<file path="src/l2_pkg.sv">
// Shared definitions for the L2 cache
// Holds the geometry defaults used by the top level and the requester access width.
// Modules refer to these by scoped names and take the geometry as parameters.

package l2_pkg;

  // Geometry defaults
  parameter int XLEN       = 32;
  parameter int BLK_SIZE   = 128;
  parameter int CACHE_SIZE = 1024;
  parameter int NUM_WAY    = 4;

  // Width of a requester access
  typedef enum logic [1:0] {
    SZ_BYTE = 2'd0,
    SZ_HALF = 2'd1,
    SZ_WORD = 2'd2
  } access_size_e;

endpackage

</file>
<file path="src/l2_mem_if.sv">
// Line request and response channel between the cache controller and the
// write-back buffer. Requests are whole-line fills or whole-line writes.

`timescale 1ns/1ps

interface l2_mem_if #(
  parameter int BLK_SIZE = l2_pkg::BLK_SIZE
);

  logic                    req_valid;
  logic                    req_ready;
  logic                    req_we;
  logic [l2_pkg::XLEN-1:0] req_addr;
  logic [BLK_SIZE-1:0]     req_wdata;
  logic                    rsp_valid;
  logic [BLK_SIZE-1:0]     rsp_rdata;

  // Controller side
  modport ctrl (
    output req_valid, req_we, req_addr, req_wdata,
    input  req_ready, rsp_valid, rsp_rdata
  );

  // Buffer side
  modport wbuf (
    input  req_valid, req_we, req_addr, req_wdata,
    output req_ready, rsp_valid, rsp_rdata
  );

endinterface

</file>
<file path="src/wb_buffer.sv">
// One-entry buffer between the cache controller and main memory
// Takes a line write or a line fill from the controller and presents it to memory
// until accepted. Fill data is passed back to the controller as a one-cycle response.

`timescale 1ns/1ps

module wb_buffer #(
  parameter int BLK_SIZE = l2_pkg::BLK_SIZE
) (
  input  logic                    clk_i,
  input  logic                    rst_ni,
  l2_mem_if.wbuf                  mem,
  output logic                    mem_req_valid_o,
  input  logic                    mem_req_ready_i,
  output logic                    mem_req_we_o,
  output logic [l2_pkg::XLEN-1:0] mem_req_addr_o,
  output logic [BLK_SIZE-1:0]     mem_req_wdata_o,
  input  logic                    mem_res_valid_i,
  input  logic [BLK_SIZE-1:0]     mem_res_rdata_i
);

  typedef enum logic [1:0] {
    BUF_EMPTY,
    BUF_SEND,
    BUF_WAIT
  } buf_state_e;

  buf_state_e              state_q;
  logic                    we_q;
  logic [l2_pkg::XLEN-1:0] addr_q;
  logic [BLK_SIZE-1:0]     wdata_q;

  // Controller side
  assign mem.req_ready = (state_q == BUF_EMPTY);
  assign mem.rsp_valid = (state_q == BUF_WAIT) && mem_res_valid_i;
  assign mem.rsp_rdata = mem_res_rdata_i;

  // Memory side
  assign mem_req_valid_o = (state_q == BUF_SEND);
  assign mem_req_we_o    = we_q;
  assign mem_req_addr_o  = addr_q;
  assign mem_req_wdata_o = wdata_q;

  always_ff @(posedge clk_i) begin
    if (!rst_ni) begin
      state_q <= BUF_EMPTY;
    end else begin
      case (state_q)
        BUF_EMPTY: if (mem.req_valid) state_q <= BUF_SEND;
        BUF_SEND: begin
          // Writes are done once memory takes them
          if (mem_req_ready_i) state_q <= we_q ? BUF_EMPTY : BUF_WAIT;
        end
        BUF_WAIT:  if (mem_res_valid_i) state_q <= BUF_EMPTY;
        default:   state_q <= BUF_EMPTY;
      endcase
    end
  end

  // Request capture
  always_ff @(posedge clk_i) begin
    if ((state_q == BUF_EMPTY) && mem.req_valid) begin
      we_q    <= mem.req_we;
      addr_q  <= mem.req_addr;
      wdata_q <= mem.req_wdata;
    end
  end

endmodule
</file>
<file path="src/flat_wrapper.sv">
// flat-port wrapper written by rule: the top's interface ports become plain ports
module wb_buffer_flat 
#(
  parameter int BLK_SIZE = l2_pkg::BLK_SIZE
)
  (clk_i, rst_ni, mem_req_valid_o, mem_req_ready_i, mem_req_we_o, mem_req_addr_o, mem_req_wdata_o, mem_res_valid_i, mem_res_rdata_i, mem_req_valid, mem_req_we, mem_req_addr, mem_req_wdata, mem_req_ready, mem_rsp_valid, mem_rsp_rdata);
  l2_mem_if #(.BLK_SIZE(BLK_SIZE)) mem_i ();
  input  logic clk_i;
  input  logic rst_ni;
  output logic mem_req_valid_o;
  input  logic mem_req_ready_i;
  output logic mem_req_we_o;
  output logic [l2_pkg::XLEN-1:0] mem_req_addr_o;
  output logic [BLK_SIZE-1:0] mem_req_wdata_o;
  input  logic mem_res_valid_i;
  input  logic [BLK_SIZE-1:0] mem_res_rdata_i;
  input wire logic [$bits(mem_i.req_valid)-1:0] mem_req_valid;
  input wire logic [$bits(mem_i.req_we)-1:0] mem_req_we;
  input wire logic [$bits(mem_i.req_addr)-1:0] mem_req_addr;
  input wire logic [$bits(mem_i.req_wdata)-1:0] mem_req_wdata;
  output wire logic [$bits(mem_i.req_ready)-1:0] mem_req_ready;
  output wire logic [$bits(mem_i.rsp_valid)-1:0] mem_rsp_valid;
  output wire logic [$bits(mem_i.rsp_rdata)-1:0] mem_rsp_rdata;
  assign mem_i.req_valid = mem_req_valid;
  assign mem_i.req_we = mem_req_we;
  assign mem_i.req_addr = mem_req_addr;
  assign mem_i.req_wdata = mem_req_wdata;
  assign mem_req_ready = mem_i.req_ready;
  assign mem_rsp_valid = mem_i.rsp_valid;
  assign mem_rsp_rdata = mem_i.rsp_rdata;
  wb_buffer #(.BLK_SIZE(BLK_SIZE)) u_core (.clk_i(clk_i), .rst_ni(rst_ni), .mem(mem_i), .mem_req_valid_o(mem_req_valid_o), .mem_req_ready_i(mem_req_ready_i), .mem_req_we_o(mem_req_we_o), .mem_req_addr_o(mem_req_addr_o), .mem_req_wdata_o(mem_req_wdata_o), .mem_res_valid_i(mem_res_valid_i), .mem_res_rdata_i(mem_res_rdata_i));
endmodule
</file>
<file path="config.mk">
export PLATFORM = sky130hd
export DESIGN_NAME = wb_buffer_flat
export DESIGN_NICKNAME = d
export VERILOG_FILES = /design/src/l2_pkg.sv /design/src/l2_mem_if.sv /design/src/wb_buffer.sv /design/src/flat_wrapper.sv
export SDC_FILE = /design/constraint.sdc
export NUM_CORES = 1
export LEC_CHECK = 0
export ABC_AREA = 1
export BUFFER_PORTS_ARGS = -buffer_cell sky130_fd_sc_hd__clkbuf_2
export CAP_MARGIN = 20
export CORE_AREA = 3 3 227 229
export CTS_CLUSTER_DIAMETER = 40
export DETAILED_ROUTE_END_ITERATION = 16
export DIE_AREA = 0 0 230 232
export PLACE_DENSITY_LB_ADDON = 0.08
export SYNTH_ARGS = -nofsm -noshare
export SYNTH_HDL_FRONTEND = slang
export SYNTH_SLANG_ARGS = --single-unit
</file>
<file path="constraint.sdc">
create_clock -name clk_i -period 7.3 [get_ports clk_i]
set_input_delay 0.365 -clock clk_i [delete_from_list [all_inputs] [get_ports clk_i]]
set_output_delay 0.365 -clock clk_i [all_outputs]
set_load 0.02 [all_outputs]
</file>
**Word-level counts from Yosys, hierarchy flattened**

Index checks and enable logic that the tools add are counted.

- Bits in registers: 163
- Bits of input ports: 294
- Logic and storage cells: 18
- Output and inout port bits: 292

- Eq/ne operators: 5
- Reduce and logical (&&, ||, !) cells: 4
- Mux-type cells: 5

Operator list:

| kind | count |
|---|---|
| two-way mux 2 bit | 4 |
| case mux 2 bit (3 select lines) | 1 |
| inequality test 2 bit, second input constant | 2 |
| AND reduction 3 bit | 1 |
| equality test 2 x 1 -> 1 bit, second input constant | 1 |
| equality test 2 bit, second input constant | 1 |
| logical AND 1 bit | 2 |
| zero test 2 bit | 1 |
| inequality test 2 x 1 -> 1 bit, second input constant | 1 |

**Depth between registers and ports, before layout**

- Depth in word-level cells: 3
- Depth in mapped cells: 7

**Worst setup path before layout**

Ideal clock, no wire load.

- Path kind: reg-to-reg
- Start: register u_core.state_q[1]
- End: register u_core.addr_q, in the netlist u_core.mem_req_addr_o[0], enable pin
- Arrival time: 3.823 ns
- Stages on the path, launching flop included: 4
- Slack: 2.964 ns
- Setup time: 0.513 ns
- Cell sequence: dfxtp_1 > nor2_2 > nand2_1 > inv_1

- Word-level cells in the longest chain between the ends: 2

Ends and longest elaborated chain:

| item | line | RTL |
|---|---|---|
| start, declared | wb_buffer.sv:28 | `buf_state_e state_q;` |
| start signal, assigned | wb_buffer.sv:52 | `if (mem_req_ready_i) state_q <= we_q ? BUF_EMPTY : BUF_WAIT;` |
| zero test 2 bit | - |  |
| net mem_req_ready | flat_wrapper.sv:21 | `output wire logic [$bits(mem_i.req_ready)-1:0] mem_req_ready;` |
| logical AND 1 bit | wb_buffer.sv:62 | `if ((state_q == BUF_EMPTY) && mem.req_valid) begin` |
| end signal, assigned | wb_buffer.sv:64 | `addr_q <= mem.req_addr;` |
| end, declared | wb_buffer.sv:30 | `logic [l2_pkg::XLEN-1:0] addr_q;` |

The timed path passes the listed nets, and every way through them passes these cells.
A chain may end at the register's enable or synchronous reset.

**Worst setup path in the final report**

- Start: register u_core.state_q[1]
- End: register u_core.wdata_q[76], in the netlist u_core.mem_req_wdata_o[76], enable pin

- Word-level cells in the longest chain between the ends: 2

Ends and longest elaborated chain:

| item | line | RTL |
|---|---|---|
| zero test 2 bit | wb_buffer.sv:62 |  |
| logical AND 1 bit | wb_buffer.sv:62 |  |
| end signal, assigned | wb_buffer.sv:65 | `wdata_q <= mem.req_wdata;` |
| end, declared | wb_buffer.sv:31 | `logic [BLK_SIZE-1:0] wdata_q;` |

Every way passes these cells.

==> impl_summary.txt <==
----------------------------------------------------
[Outcome]
  Result of the run ... finished clean

[Floorplan]
  Die width ... 230 um
  Core Rows ... 82
  Y dimension of the die ... 232 um
  Total Die Area ... 0.0534 mm^2
  Core box area ... between 0.04 and 0.05 mm^2
  Starting Density ... 0.119
  # IOs ... 586

[Logic synthesis]
  Share of synthesized area spent on multiplexers ... 0
  Number of enable-type register cells in the synthesized netlist ... 161
  Post-synthesis share of cell area spent on xor and xnor gates ... 0
  Post-Synthesis Cell Area ... 0.00594 mm^2
  Top cell type's share of synthesized area ... 0.814
  Average size of a mapped cell ... about 19 um^2
  Sequential cell area fraction in the yosys report ... 0.821
  Count of yosys warnings during synthesis ... 0
  Count leader, synth ... sky130_fd_sc_hd__edfxtp_1
  Post-Synth Adder-Cell Area ... 0
  Syn Inst Count ... around 310
  Fraction of registers with async set/reset ... 0
  Commonest register cell after synthesis ... sky130_fd_sc_hd__edfxtp_1
  Mapped Nets ... 607
  Count of distinct cell types in the synthesized netlist ... 12
  Largest family of logic cells by synthesized area ... buffers and inverters
  Largest cells by area after synthesis ... sky130_fd_sc_hd__edfxtp_1 (81%), sky130_fd_sc_hd__buf_4 (16%), sky130_fd_sc_hd__dfxtp_1 (0.67%)
  Cell taking the most area after synthesis ... sky130_fd_sc_hd__edfxtp_1
  Post-synthesis compound-gate area fraction ... 0.00126
  Post-synthesis share of cell area spent on and, or, nand and nor gates ... 0.0112
  Flop and latch count out of synthesis ... 163
  List of most frequent post-synthesis cells ... sky130_fd_sc_hd__edfxtp_1 (161), sky130_fd_sc_hd__buf_4 (128), sky130_fd_sc_hd__inv_1 (7)

[Clock tree]
  Total clock buffers created by CTS ... 17
  Number of buffers inserted by hold repair at cts ... 0
  Number of post-CTS setup repair buffers ... 0
  Number of buffers on the longest clock path ... 2
  Clk pin slew, worst setup/hold paths ... roughly 80 ps
  Clock root buffer master ... sky130_fd_sc_hd__clkbuf_16
  Number of clock sinks seen by CTS ... ~160
  Number of H-tree branching levels ... 4
  Clock tree from TritonCTS ... built
  Skew-Pair Late Insertion Delay ... 470 ps
  Cts repair resizes ... 0

[Critical path]
  Worst EP required ... 7400 ps
  Worst flop-to-flop path startpoint ... u_core.state_q[1]$_SDFFE_PN0P_
  Largest driver fanout on the critical path ... between 60 and 70
  R2R cell count ... 5
  Worst-path cell chain ... nor2_2 -> nand2_1 -> inv_6 -> buf_4 -> buf_4
  Critical path endpoint ... u_core.mem_req_wdata_o[76]$_DFFE_PP_
  Critical path startpoint ... u_core.state_q[1]$_SDFFE_PN0P_
  Critical path arrival ... around 3000 ps
  Largest stage delay on the critical path ... 670 ps
  Internal reg-to-reg setup slack ... 4410 ps
  Critical Path Start Type ... register
  CP Class ... register to register
  Worst Setup End Kind ... register
  Critical path's most frequent cell ... sky130_fd_sc_hd__buf_4
  Slowest cell on crit path ... sky130_fd_sc_hd__buf_4
  FF-to-FF End ... u_core.mem_req_wdata_o[76]$_DFFE_PP_

[Finish]
  Signed area change from the synthesized netlist to the final layout ... 36.4%
  Nets ... 829
  Share of final-layout standard cells stronger than drive strength 1 ... 0.673
  Number of fill cells ... 5562

[Min path]
  Type of the worst min-delay path ... primary input to register
  Beginning of the worst hold path ... mem_req_addr[2]

[Power]
  Total power density per cell area ... 298 mW/mm^2
  Reported leakage power ... around 0.0033 uW
  Peak supply drop ... 0.164 mV

[Timing]
  Slew of the pin with the lowest slew margin ... 678 ps
  Clock Skews ... between 10 and 15 ps
  Slew HR ... 0.548
  Fin crit period ... approximately 2900 ps
  Period Utilization, post-route ... 0.396
  Crit path setup slack, layout ... 4410 ps
  Max-slew violation total from the final report ... 0
  Total count of hold-check failures in the final report ... 0
  TNS Setup ... 0 ps
  Setup repair after global routing missed its margin ... false
  Achievable clock frequency ... ~0.35 GHz
  Setup violation total in the final timing report ... 0

[Drt]
  Total wirelength of the detailed-routed design ... 26300 um
  Number of remaining DRC errors ... 0
  Routed via count divided by cell count ... 2.79
  Detailed-route wire length per cell ... around 22 um
  Number of search-and-repair iterations in the first detailed-routing pass ... 4
  DRC violation total after the first TritonRoute iteration ... 159
  Number of antenna-violating nets in the routed design ... 0
  Total via count after detailed routing ... 3408

[GRT]
  Pin count of the biggest net entering global routing ... 66
  Overflow left after global routing ... 0
  Vias in the first global route ... 3847
  Global-route wire length before repair ... 33800 um
  Tot GR Track Use ... 0.0972
  Antenna violations before repair ... 7

[Flow run]
  # Max-Cap Violations ... 0

[Placement]
  Number of I/O port buffers ... between 300 and 400
  HPWL after DPL ... 21900 um
  Post-Place Setup Slack ... ~4300 ps
  GP Congestion ... 0.749

----------------------------------------------------
[critical path: cells and delay by family, from the launching register on]
family	cells	cell delay [ps]
simple gates	2	290
buf+inv	3	1760
flops	1	350
[worst min path at each step]
stage / endpoint / slack (ps) / cells past startpoint
CTS: u_core.mem_req_wdata_o[94]$_DFFE_PP_ / 2 / 1
detailed placement: u_core.mem_req_addr_o[2]$_DFFE_PP_ / 540 / 1
floorplan: u_core.mem_req_addr_o[0]$_DFFE_PP_ / 460 / 0
global route: u_core.mem_req_addr_o[20]$_DFFE_PP_ / 20 / 1
global placement: u_core.mem_req_wdata_o[33]$_DFFE_PP_ / 540 / 1
finish: u_core.mem_req_addr_o[2]$_DFFE_PP_ / 60 / 1
[layout make-up]
type / instances / area [um^2] / area share
flip-flops and latches: 163 / 4870 / 0.602
repair buffers: 331 / 1660 / 0.205
well taps: 672 / 841 / 0.104
clock buffers: 17 / 425 / 0.0525
clock inverters: 15 / 186 / 0.0230
multi-input cells: 14 / 73.8 / 0.00911
inverters: 8 / 35.0 / 0.00432
diodes: 2 / 5.00 / 0.000618
[flip-flops by register name, indices dropped and copies added, names as in the netlist]
register and count:
u_core.mem_req_wdata_o 128, u_core.state_q 2, u_core.mem_req_we_o 1, u_core.mem_req_addr_o 32
[through the flow]
step	std cells	instance area (um^2)	total power, uW	utilization	hold slack (ps)
finish	1222	8100	2410	0.163	61.4
CTS	1220	8100	2490	0.162	1.70
global route	1220	8100	2530	0.162	15.2
detailed placement	1188	7490	1500	0.150	544
floorplan	313	5940	1450	-	464
global placement	1188	7490	1500	0.150	541
[report_power, final]
part	switching (uW)	internal [uW]	leakage, uW
clock	453	492	0.000300
combinational	219	86.3	0.00145
sequential	24.4	1140	0.00155
total	697	1720	0.00330
[placed cells by master (no fill, tap or decap), drive strengths merged]
cell and instances:
clkbuf 346, edfxtp 161, inv 16, clkinv 6, nand2 5, nor2 3
nand3 3, diode 2, buf 2, dfxtp 2, nor3 1, a21boi 1
nand4 1, bufinv 1
[per-layer routing]
layer | up-vias | global-route usage | part of all wire
met5 | - | 0 | 0.0023
met4 | 10 | 0.0684 | 0.059
met3 | 102 | 0.0842 | 0.18
met2 | 303 | 0.162 | 0.50
met1 | 1552 | 0.0722 | 0.26
li1 | 1441 | - | -
[cell families after synthesis]
kind of cell    after synthesis
flops                       163
simple gates                 13
buf+inv                     136
compound gates                1
(Power assumes the default switching activity.)
